$ cat config.mk
export PLATFORM = sky130hd
export DESIGN_NAME = fetch_top
export DESIGN_NICKNAME = d
export VERILOG_FILES = /design/src/hdl/cpu_cfg_pkg.sv /design/src/hdl/fetch_types_pkg.sv /design/src/hdl/branch_res_if.sv /design/src/hdl/pc_generator.sv /design/src/hdl/branch_predictor.sv /design/src/hdl/instr_queue.sv /design/src/hdl/instr_fetch.sv /design/src/hdl/fetch_top.sv
export SDC_FILE = /design/constraint.sdc
export NUM_CORES = 2
export LEC_CHECK = 0
export ABC_CLOCK_PERIOD_IN_PS = 11650
export BUFFER_PORTS_ARGS = -buffer_cell sky130_fd_sc_hd__buf_2
export CAP_MARGIN = 15
export CELL_PAD_IN_SITES_DETAIL_PLACEMENT = 0
export CELL_PAD_IN_SITES_GLOBAL_PLACEMENT = 2
export CORE_MARGIN = 1
export CORE_UTILIZATION = 30
export DETAILED_ROUTE_END_ITERATION = 8
export PLACE_DENSITY = 0.61
export REMOVE_ABC_BUFFERS = 1
export SLEW_MARGIN = 30
export SYNTH_ARGS = -nofsm -noshare
export SYNTH_HDL_FRONTEND = slang
export SYNTH_SLANG_ARGS = --single-unit
$ cat constraint.sdc
create_clock -name clk -period 11.65 [get_ports clk]
set_input_delay 1.165 -clock clk [delete_from_list [all_inputs] [get_ports clk]]
set_output_delay 1.165 -clock clk [all_outputs]
set_load 0.03 [all_outputs]
$ cat src/hdl/cpu_cfg_pkg.sv
`default_nettype none

package cpu_cfg_pkg;

	// instructions returned per cache line
	localparam int FETCH_NUM = 2;
	localparam int FETCH_WIDTH = $clog2(FETCH_NUM);

	// low address bits dropped for a line request
	localparam int ALIGN_BITS = 3;

	// default reset address
	localparam logic [31:0] BOOT_VEC = 32'hBFC0_0000;

endpackage

`default_nettype wire

$ cat src/hdl/fetch_types_pkg.sv
`default_nettype none

package fetch_types_pkg;

	// virtual address as seen by fetch
	typedef logic [31:0] virt_t;

	// raw instruction word
	typedef logic [31:0] instr_t;

	// one cache line, slot 0 in the low word
	typedef logic [cpu_cfg_pkg::FETCH_NUM*32-1:0] line_t;

	// per-slot prediction
	typedef struct packed {
		logic  taken;
		virt_t target;
	} predict_t;

	// queue entry handed to decode
	typedef struct packed {
		virt_t    vaddr;
		instr_t   instr;
		predict_t pred;
	} fetch_entry_t;

endpackage

`default_nettype wire

$ cat src/hdl/branch_res_if.sv
`default_nettype none

// resolved branch coming back from execute
interface branch_res_if;

	logic                   valid;
	logic                   mispredict;
	logic                   taken;
	fetch_types_pkg::virt_t pc;
	fetch_types_pkg::virt_t target;

	modport src (
		output valid,
		output mispredict,
		output taken,
		output pc,
		output target
	);

	modport sink (
		input valid,
		input mispredict,
		input taken,
		input pc,
		input target
	);

endinterface

`default_nettype wire

$ cat src/hdl/pc_generator.sv
`default_nettype none

module pc_generator #(
	parameter fetch_types_pkg::virt_t RESET_BASE = cpu_cfg_pkg::BOOT_VEC
)(
	input  logic                   clk,
	input  logic                   rst,
	input  logic                   hold,
	input  logic                   except_valid,
	input  fetch_types_pkg::virt_t except_vec,
	input  logic                   predict_valid,
	input  fetch_types_pkg::virt_t predict_vaddr,
	branch_res_if.sink             res,
	output fetch_types_pkg::virt_t pc
);

	localparam int AB = cpu_cfg_pkg::ALIGN_BITS;

	fetch_types_pkg::virt_t seq_pc;
	fetch_types_pkg::virt_t pc_next;
	logic                   mispredict;

	// next line after the current one
	assign seq_pc = {pc[31:AB] + 1'b1, {AB{1'b0}}};
	assign mispredict = res.valid & res.mispredict;

	// redirects win over hold
	always_comb begin
		if (except_valid) begin
			pc_next = except_vec;
		end else if (mispredict) begin
			pc_next = res.taken ? res.target : res.pc + 32'd4;
		end else if (hold) begin
			pc_next = pc;
		end else if (predict_valid) begin
			pc_next = predict_vaddr;
		end else begin
			pc_next = seq_pc;
		end
	end

	always_ff @(posedge clk) begin
		if (rst) begin
			pc <= RESET_BASE;
		end else begin
			pc <= pc_next;
		end
	end

	// every target source is expected to be word aligned
	a_pc_aligned: assert property (@(posedge clk) disable iff (rst) pc[1:0] == 2'b00);

endmodule

`default_nettype wire

$ cat src/hdl/branch_predictor.sv
`default_nettype none

module branch_predictor #(
	parameter int BTB_SIZE = 16
)(
	input  logic                                                clk,
	input  logic                                                rst,
	input  fetch_types_pkg::virt_t                              line_pc,
	input  logic [cpu_cfg_pkg::FETCH_NUM-1:0]                   slot_valid,
	branch_res_if.sink                                          res,
	output logic                                                predict_valid,
	output fetch_types_pkg::virt_t                              predict_vaddr,
	output fetch_types_pkg::predict_t [cpu_cfg_pkg::FETCH_NUM-1:0] pred
);

	localparam int FN = cpu_cfg_pkg::FETCH_NUM;
	localparam int IDX_W = $clog2(BTB_SIZE);
	localparam int TAG_W = 30 - IDX_W;

	logic [BTB_SIZE-1:0]    btb_valid;
	logic [TAG_W-1:0]       btb_tag [BTB_SIZE];
	fetch_types_pkg::virt_t btb_target [BTB_SIZE];
	logic [1:0]             btb_cnt [BTB_SIZE];

	logic [IDX_W-1:0] res_idx;
	logic [TAG_W-1:0] res_tag;
	logic             res_hit;
	logic [FN-1:0]    slot_taken;

	// indexed by word address
	assign res_idx = res.pc[IDX_W+1:2];
	assign res_tag = res.pc[31:IDX_W+2];
	assign res_hit = btb_valid[res_idx] && (btb_tag[res_idx] == res_tag);

	// walk slots from the top so the lowest taken slot wins
	always_comb begin
		fetch_types_pkg::virt_t slot_pc;
		logic [IDX_W-1:0]       idx;
		slot_pc = '0;
		idx = '0;
		predict_valid = 1'b0;
		predict_vaddr = '0;
		for (int i = FN - 1; i >= 0; i--) begin
			slot_pc = line_pc + 32'(4 * i);
			idx = slot_pc[IDX_W+1:2];
			slot_taken[i] = slot_valid[i] && btb_valid[idx] &&
				(btb_tag[idx] == slot_pc[31:IDX_W+2]) && btb_cnt[idx][1];
			pred[i].taken = slot_taken[i];
			pred[i].target = btb_target[idx];
			if (slot_taken[i]) begin
				predict_valid = 1'b1;
				predict_vaddr = btb_target[idx];
			end
		end
	end

	// allocate only on a taken miss
	always_ff @(posedge clk) begin
		if (rst) begin
			btb_valid <= '0;
		end else if (res.valid && res.taken && !res_hit) begin
			btb_valid[res_idx] <= 1'b1;
		end
	end

	always_ff @(posedge clk) begin
		if (res.valid) begin
			if (res_hit) begin
				if (res.taken) begin
					btb_target[res_idx] <= res.target;
					if (btb_cnt[res_idx] != 2'd3) begin
						btb_cnt[res_idx] <= btb_cnt[res_idx] + 2'd1;
					end
				end else if (btb_cnt[res_idx] != 2'd0) begin
					btb_cnt[res_idx] <= btb_cnt[res_idx] - 2'd1;
				end
			end else if (res.taken) begin
				btb_tag[res_idx]    <= res_tag;
				btb_target[res_idx] <= res.target;
				btb_cnt[res_idx]    <= 2'd2; // weakly taken
			end
		end
	end

	// a taken resolve leaves its entry holding the resolved target
	a_taken_trains: assert property (@(posedge clk) disable iff (rst)
		res.valid && res.taken |=> btb_valid[$past(res_idx)] &&
			(btb_tag[$past(res_idx)] == $past(res_tag)) &&
			(btb_target[$past(res_idx)] == $past(res.target)));

endmodule

`default_nettype wire

$ cat src/hdl/instr_queue.sv
`default_nettype none

module instr_queue #(
	parameter int QUEUE_DEPTH = 8
)(
	input  logic                                                     clk,
	input  logic                                                     rst,
	input  logic                                                     flush,
	input  logic [cpu_cfg_pkg::FETCH_WIDTH:0]                        push_num,
	input  fetch_types_pkg::fetch_entry_t [cpu_cfg_pkg::FETCH_NUM-1:0] push_entry,
	output logic                                                     almost_full,
	input  logic                                                     pop,
	output logic                                                     head_valid,
	output fetch_types_pkg::fetch_entry_t                            head
);

	localparam int FN = cpu_cfg_pkg::FETCH_NUM;
	localparam int PTR_W = $clog2(QUEUE_DEPTH);

	fetch_types_pkg::fetch_entry_t mem [QUEUE_DEPTH];

	logic [PTR_W-1:0] wr_ptr;
	logic [PTR_W-1:0] rd_ptr;
	logic [PTR_W:0]   count;
	logic [PTR_W:0]   free_cnt;
	logic             do_pop;

	assign head_valid = (count != '0);
	assign head = mem[rd_ptr];
	assign do_pop = pop & head_valid;

	// room for a full line is required before a push
	assign free_cnt = (PTR_W + 1)'(QUEUE_DEPTH) - count;
	assign almost_full = free_cnt < (PTR_W + 1)'(FN);

	// written in slot order and wrapping at the end
	always_ff @(posedge clk) begin
		for (int i = 0; i < FN; i++) begin
			if (!flush && (i < push_num)) begin
				mem[wr_ptr + PTR_W'(i)] <= push_entry[i];
			end
		end
	end

	always_ff @(posedge clk) begin
		if (rst || flush) begin
			wr_ptr <= '0;
			rd_ptr <= '0;
			count  <= '0;
		end else begin
			wr_ptr <= wr_ptr + PTR_W'(push_num);
			if (do_pop) begin
				rd_ptr <= rd_ptr + 1'b1;
			end
			count <= count + (PTR_W + 1)'(push_num) - (PTR_W + 1)'(do_pop);
		end
	end

	// fetch must check almost_full before pushing
	a_no_overflow: assert property (@(posedge clk) disable iff (rst)
		!flush |-> (push_num <= free_cnt));

endmodule

`default_nettype wire

$ cat src/hdl/instr_fetch.sv
`default_nettype none

module instr_fetch #(
	parameter fetch_types_pkg::virt_t RESET_BASE = cpu_cfg_pkg::BOOT_VEC,
	parameter int BTB_SIZE = 16,
	parameter int QUEUE_DEPTH = 8
)(
	input  logic                          clk,
	input  logic                          rst,
	input  logic                          except_valid,
	input  fetch_types_pkg::virt_t        except_vec,
	branch_res_if.sink                    res,
	output fetch_types_pkg::virt_t        icache_addr,
	output logic                          icache_flush,
	input  fetch_types_pkg::line_t        icache_data,
	input  logic                          icache_stall,
	input  logic                          fetch_ack,
	output logic                          head_valid,
	output fetch_types_pkg::fetch_entry_t head
);

	localparam int FN = cpu_cfg_pkg::FETCH_NUM;
	localparam int FW = cpu_cfg_pkg::FETCH_WIDTH;
	localparam int AB = cpu_cfg_pkg::ALIGN_BITS;

	logic                   hold;
	logic                   redirect;
	logic                   almost_full;
	fetch_types_pkg::virt_t pc;
	fetch_types_pkg::virt_t fetch_vaddr;
	fetch_types_pkg::virt_t line_pc;

	logic                   s2_valid;
	fetch_types_pkg::virt_t s2_vaddr;
	logic [FW-1:0]          offset;

	logic                   predict_valid;
	fetch_types_pkg::virt_t predict_vaddr;
	fetch_types_pkg::predict_t [FN-1:0] pred;

	logic [FN-1:0]          slot_valid;
	logic [FN-1:0]          push_mask;
	logic [FW:0]            push_num;
	fetch_types_pkg::fetch_entry_t [FN-1:0] slot_entry;
	fetch_types_pkg::fetch_entry_t [FN-1:0] push_entry;

	assign redirect = except_valid | (res.valid & res.mispredict);
	assign hold = icache_stall | almost_full;
	assign icache_flush = redirect;

	// stage 1 replays the stage-2 line while held
	assign fetch_vaddr = hold ? s2_vaddr : pc;
	assign icache_addr = {fetch_vaddr[31:AB], {AB{1'b0}}};

	pc_generator #(
		.RESET_BASE ( RESET_BASE )
	) pc_gen_i (
		.clk,
		.rst,
		.hold,
		.except_valid,
		.except_vec,
		.predict_valid,
		.predict_vaddr,
		.res,
		.pc
	);

	// line after a taken prediction is dropped
	always_ff @(posedge clk) begin
		if (rst) begin
			s2_valid <= 1'b0;
			s2_vaddr <= RESET_BASE;
		end else if (redirect) begin
			s2_valid <= 1'b0;
		end else if (!hold) begin
			s2_valid <= !predict_valid;
			s2_vaddr <= pc;
		end
	end

	// stage 2
	assign offset = s2_vaddr[AB-1:2];
	assign line_pc = {s2_vaddr[31:AB], {AB{1'b0}}};

	always_comb begin
		for (int i = 0; i < FN; i++) begin
			slot_valid[i] = s2_valid && (i >= offset);
			slot_entry[i].vaddr = line_pc + 32'(4 * i);
			slot_entry[i].instr = icache_data[i*32 +: 32];
			slot_entry[i].pred = pred[i];
		end
	end

	branch_predictor #(
		.BTB_SIZE ( BTB_SIZE )
	) bp_i (
		.clk,
		.rst,
		.line_pc,
		.slot_valid,
		.res,
		.predict_valid,
		.predict_vaddr,
		.pred
	);

	// stop after the first taken slot, then pack from the offset
	always_comb begin
		logic taken_seen;
		taken_seen = 1'b0;
		push_num = '0;
		push_entry = slot_entry;
		for (int i = 0; i < FN; i++) begin
			push_mask[i] = slot_valid[i] & ~taken_seen;
			taken_seen = taken_seen | (push_mask[i] & pred[i].taken);
			if (push_mask[i]) begin
				push_num = push_num + 1'b1;
			end
		end
		for (int j = 0; j < FN; j++) begin
			if (j + offset < FN) begin
				push_entry[j] = slot_entry[j + offset];
			end
		end
		if (hold || redirect) begin
			push_num = '0;
		end
	end

	instr_queue #(
		.QUEUE_DEPTH ( QUEUE_DEPTH )
	) queue_i (
		.clk,
		.rst,
		.flush       ( redirect  ),
		.push_num,
		.push_entry,
		.almost_full,
		.pop         ( fetch_ack ),
		.head_valid,
		.head
	);

endmodule

`default_nettype wire

$ cat src/hdl/fetch_top.sv
`default_nettype none

module fetch_top #(
	parameter fetch_types_pkg::virt_t RESET_BASE = cpu_cfg_pkg::BOOT_VEC,
	parameter int BTB_SIZE = 16,
	parameter int QUEUE_DEPTH = 8
)(
	input  logic                   clk,
	input  logic                   rst,
	input  logic                   except_valid,
	input  fetch_types_pkg::virt_t except_vec,
	input  logic                   res_valid,
	input  logic                   res_mispredict,
	input  logic                   res_taken,
	input  fetch_types_pkg::virt_t res_pc,
	input  fetch_types_pkg::virt_t res_target,
	output fetch_types_pkg::virt_t icache_addr,
	output logic                   icache_flush,
	input  fetch_types_pkg::line_t icache_data,
	input  logic                   icache_stall,
	input  logic                   fetch_ack,
	output logic                   entry_valid,
	output fetch_types_pkg::virt_t entry_vaddr,
	output fetch_types_pkg::instr_t entry_instr,
	output logic                   entry_pred_taken,
	output fetch_types_pkg::virt_t entry_pred_target
);

	fetch_types_pkg::fetch_entry_t head;

	branch_res_if res_bus ();

	// source side of the resolve bus
	assign res_bus.valid      = res_valid;
	assign res_bus.mispredict = res_mispredict;
	assign res_bus.taken      = res_taken;
	assign res_bus.pc         = res_pc;
	assign res_bus.target     = res_target;

	instr_fetch #(
		.RESET_BASE  ( RESET_BASE  ),
		.BTB_SIZE    ( BTB_SIZE    ),
		.QUEUE_DEPTH ( QUEUE_DEPTH )
	) fetch_i (
		.clk,
		.rst,
		.except_valid,
		.except_vec,
		.res        ( res_bus.sink ),
		.icache_addr,
		.icache_flush,
		.icache_data,
		.icache_stall,
		.fetch_ack,
		.head_valid ( entry_valid  ),
		.head
	);

	assign entry_vaddr       = head.vaddr;
	assign entry_instr       = head.instr;
	assign entry_pred_taken  = head.pred.taken;
	assign entry_pred_target = head.pred.target;

endmodule

`default_nettype wire

==> summary.md <==
| Metric | Value |
|---|---|
| Cells after Synth | 5039 |
| Vias/cell | 5.23 |
| Most frequent cell on the critical path | buf_4 |
| Pwr Density | 153 nW/µm² |
| Crit path capture type | register |
| XOR/XNOR Fraction of Synth Area | under 10% |
| Critical path launch point type | register |
| Total CTS buffers | 200 |
| Avg Cell Area, Syn | 16.3 µm² |
| Total Nets Final | 5509 |
| Final Cycle Share | a little over three fifths |
| Hold buffers post-CTS | 0 |
| Initial Utilization | 30.3% |
| Avg WL per Cell | 30.1 µm |
| Post-CTS setup buffers | 0 |
| Max Freq | 137 MHz |
| RSZ-0062 raised after global routing | no |
| Clock sink total | roughly 1800 |
| Final Non-Filler Cells | slightly above 9000 |
| Largest net degree at the start of global routing | around 100 |
| Initial antenna violation count | 33 |
| Yosys warns | 0 |
| Seq cells post-synth | 1813 |
| Die Footprint | between 200000 and 300000 µm² |
| Routed WL | about 270000 µm |
| Cell count after placement | 8691 |
| Final instance area | 95100 µm² |
| Global-route wire length before repair | between 300000 and 400000 µm |
| Critical path's top delay family | simple AND/OR/NAND/NOR gates |
| Ys async rst share | 0% |
| Critical Path AT | 7800 ps |
| Routed Antenna Nets | 0 |
| Post-synth EDFFs | 1720 |
| Power Total | 14.6 mW |
| Relative slew margins | a little under a third |
| # resized after CTS | 0 |
| CORE AREA | 272000 µm² |
| Vias | 47400 |
| Measured slew at the worst slew-check pin | 1030 ps |
| IO Pins | 299 |
| GR Overflow Total | 0 |
| Initial DRC count | 4310 |
| DP HPWL | 169000 µm |
| Pleak | ~32 nW |
| Post-synthesis simple-gate area fraction | 5.25% |
| Die X | around 530 µm |
| Hold WC Path Type | register to register |
| Peak VDD IR | between 0.0001 and 0.00015 V |
| Vias in the first global route | 48600 |
| Final Hold Viols | 0 |
| Drt first pass iters | 5 |
| FP Rows | ~190 |
| Netlist cell types | 76 |
| Worst path cell trace | buf_4 > mux4_2 > mux2i_1 > xor2_1 > o211ai_1 > and4b_1 > nand4_1 > buf_4 > and2_1 > ha_1 > nand2_1 > nor2_1 > nand3_4 > o31ai_4 > buf_4 > buf_4 |
| Post-synth top flop | edfxtp_1 |
| Worst path bufs/invs | 4 |
| Crit path max fanout | between 40 and 50 |
| Dpl cell area | 88500 µm² |
| Area grow syn2layout | 15.5% |
| Worst Slack Setup Final | 4340 ps |
| H-Tree Depth | 4 |
| Max Cap Viol | 0 |
| Slew Viols, Final | 0 |
| Adder-cell share of the synthesized area | 0.277% |
| Die Y | 526 µm |
| IO buf count | around 290 |
| Filler Cell Count | 25800 |
| Final core occ | 35.0% |
| Fraction of layout cells with a size suffix above 1 | 27.9% |
| Area fraction in compound gates after synthesis | under 10% |
| CTS tree | built |
| Critical path type | register to register |
| Fin Clk Skew | 69.3 ps |
| Post-Syn Area | 82300 µm² |
| DRC viols | 0 |
| WP data required | approximately 12000 ps |
| Final worst path period need | 7310 ps |
| Place WS | 4410 ps |
| Final setup fails | 0 |
| Worst-skew pair later-pin latency | 900 ps |
| Seq/Total Area, Yosys | 65.0% |
| CP peak stage delay | slightly below 800 ps |
| CP max stage cell | nand3_4 |
| Final setup TNS | 0 ps |
| Mux share of post-synthesis cell area | around 22% |
| Gpl congestion | 0.824 |
| Status | completed |
| Largest family of logic cells by synthesized area | multiplexers |
| Root Buffer | clkbuf_16 |
| Max clock buf depth | 3 |
| Final hold slack | around 480 ps |
| Total Routing Usage GR | roughly a fifth |
| Clock-pin slew on the worst setup and hold paths | 60 ps |
==> synth_stat cells (all sizes together), types with 5 or more instances <==
| cell | instances | share of area, % |
|---|---|---|
| nor2b | 17 | 0.13 |
| o221ai | 6 | 0.064 |
| nand4b | 11 | 0.12 |
| mux2i | 455 | 5.5 |
| and4 | 9 | 0.096 |
| mux2 | 194 | 2.7 |
| dfxtp | 93 | 2.3 |
| a21oi | 312 | 1.9 |
| a221oi | 15 | 0.16 |
| and2 | 17 | 0.13 |
| clkbuf | 215 | 0.98 |
| or2 | 16 | 0.12 |
| a211oi | 8 | 0.073 |
| nor2 | 382 | 1.7 |
| mux4 | 506 | 14 |
| a31oi | 5 | 0.038 |
| edfxtp | 1720 | 63 |
| nor3 | 11 | 0.067 |
| nor4b | 18 | 0.24 |
| nor4 | 7 | 0.061 |
| buf | 165 | 1.0 |
| o21ai | 109 | 0.66 |
| o22ai | 44 | 0.33 |
| or3 | 13 | 0.099 |
| nand2 | 299 | 1.4 |
| inv | 40 | 0.18 |
| nand3b | 9 | 0.082 |
| a22oi | 10 | 0.091 |
| nand2b | 26 | 0.20 |
| nand3 | 44 | 0.27 |
| xnor2 | 58 | 0.62 |
| and3 | 11 | 0.084 |
| xor2 | 68 | 0.72 |
| ha | 15 | 0.23 |
| nand4 | 41 | 0.31 |
==> cell usage in the layout (no fill, tap or decap), types with 50 or more instances in the layout <==
cell type | netlist | final
mux2i_1 | 455 | 455
buf_2 | 44 | 286
edfxtp_1 | 1720 | 1720
nor2_1 | 382 | 355
a21oi_1 | 311 | 311
xnor2_1 | 58 | 58
clkinv_1 | 0 | 50
clkbuf_16 | 0 | 200
buf_4 | 35 | 157
o21ai_0 | 76 | 69
xor2_1 | 68 | 68
dfxtp_1 | 93 | 83
mux2_2 | 194 | 194
nand2_1 | 299 | 295
mux4_2 | 506 | 506
==> final cells by class <==
| type | instances | area (µm²) | area share [%] |
|---|---|---|---|
| sequential | 1813 | 53500 | 56.3 |
| multi-input combinational | 2810 | 27400 | 28.9 |
| clock buffer | 243 | 5170 | 5.43 |
| tap | 3570 | 4470 | 4.70 |
| timing repair buffer | 459 | 2920 | 3.07 |
| clock inverter | 130 | 1350 | 1.41 |
| inverter | 40 | 150 | 0.158 |
| antenna | 9 | 22.5 | 0.0237 |
==> layer usage <==
layer / vias to the layer above / global-route usage, % / part of all wire, %
met5: - / 0 / 0.053
met4: 24 / 7.09 / 3.6
met3: 389 / 3.91 / 6.1
met2: 1525 / 32.1 / 48
met1: 25000 / 25.4 / 42
li1: 20500 / - / -
==> where the power goes <==
group / internal (mW) / switching [mW] / leakage [nW]
clock: 3.56 / 2.77 / 3.16
sequential: 7.21 / 0.0686 / 16.3
combinational: 0.332 / 0.638 / 12.4
total: 11.1 / 3.47 / 31.9
==> worst register-to-register path, cell delays in order (launching register included) <==
cell and delay (ps):
dfxtp_4 590, buf_4 630, mux4_2 650, mux2i_1 490, xor2_1 240, o211ai_1 140, and4b_1 240, nand4_1 100
buf_4 450, and2_1 260, ha_1 180, nand2_1 170, nor2_1 610, nand3_4 790, o31ai_4 250, buf_4 510
buf_4 540
==> logic make-up after synthesis <==
kind of cell,count (synthesis)
DFF,1813
AOI/OAI and AO/OA,563
buffers and inverters,420
and+or+nand+nor,944
muxes,1155
other,1
adders and majority gates,17
xor gates and xnor gates,126
==> registers in the layout, summed over array words and instances, names as in the netlist, 4 cells and up, named ones only <==
register and cells:
fetch_i.queue_i.mem 760, fetch_i.bp_i.btb_valid 16, fetch_i.bp_i.btb_cnt 32, fetch_i.bp_i.btb_target 512
fetch_i.pc_gen_i.pc 30, fetch_i.queue_i.count 4, fetch_i.bp_i.btb_tag 416, fetch_i.s2_vaddr 30
==> path summary, 6_finish.rpt <==
kind | start | to | slack (ps) | cells after the start
setup / recovery | register | fetch_i.queue_i.mem[0][3] | 4340 | 16
hold / removal | fetch_i.pc_gen_i.pc[2] | fetch_i.pc_gen_i.pc[2] | 480 | 2
setup reg to reg | register | fetch_i.queue_i.mem[0][3] | 4340 | 16
hold reg to reg | fetch_i.pc_gen_i.pc[2] | fetch_i.pc_gen_i.pc[2] | 480 | 2
No activity file was read; power rests on OpenSTA's default activity.
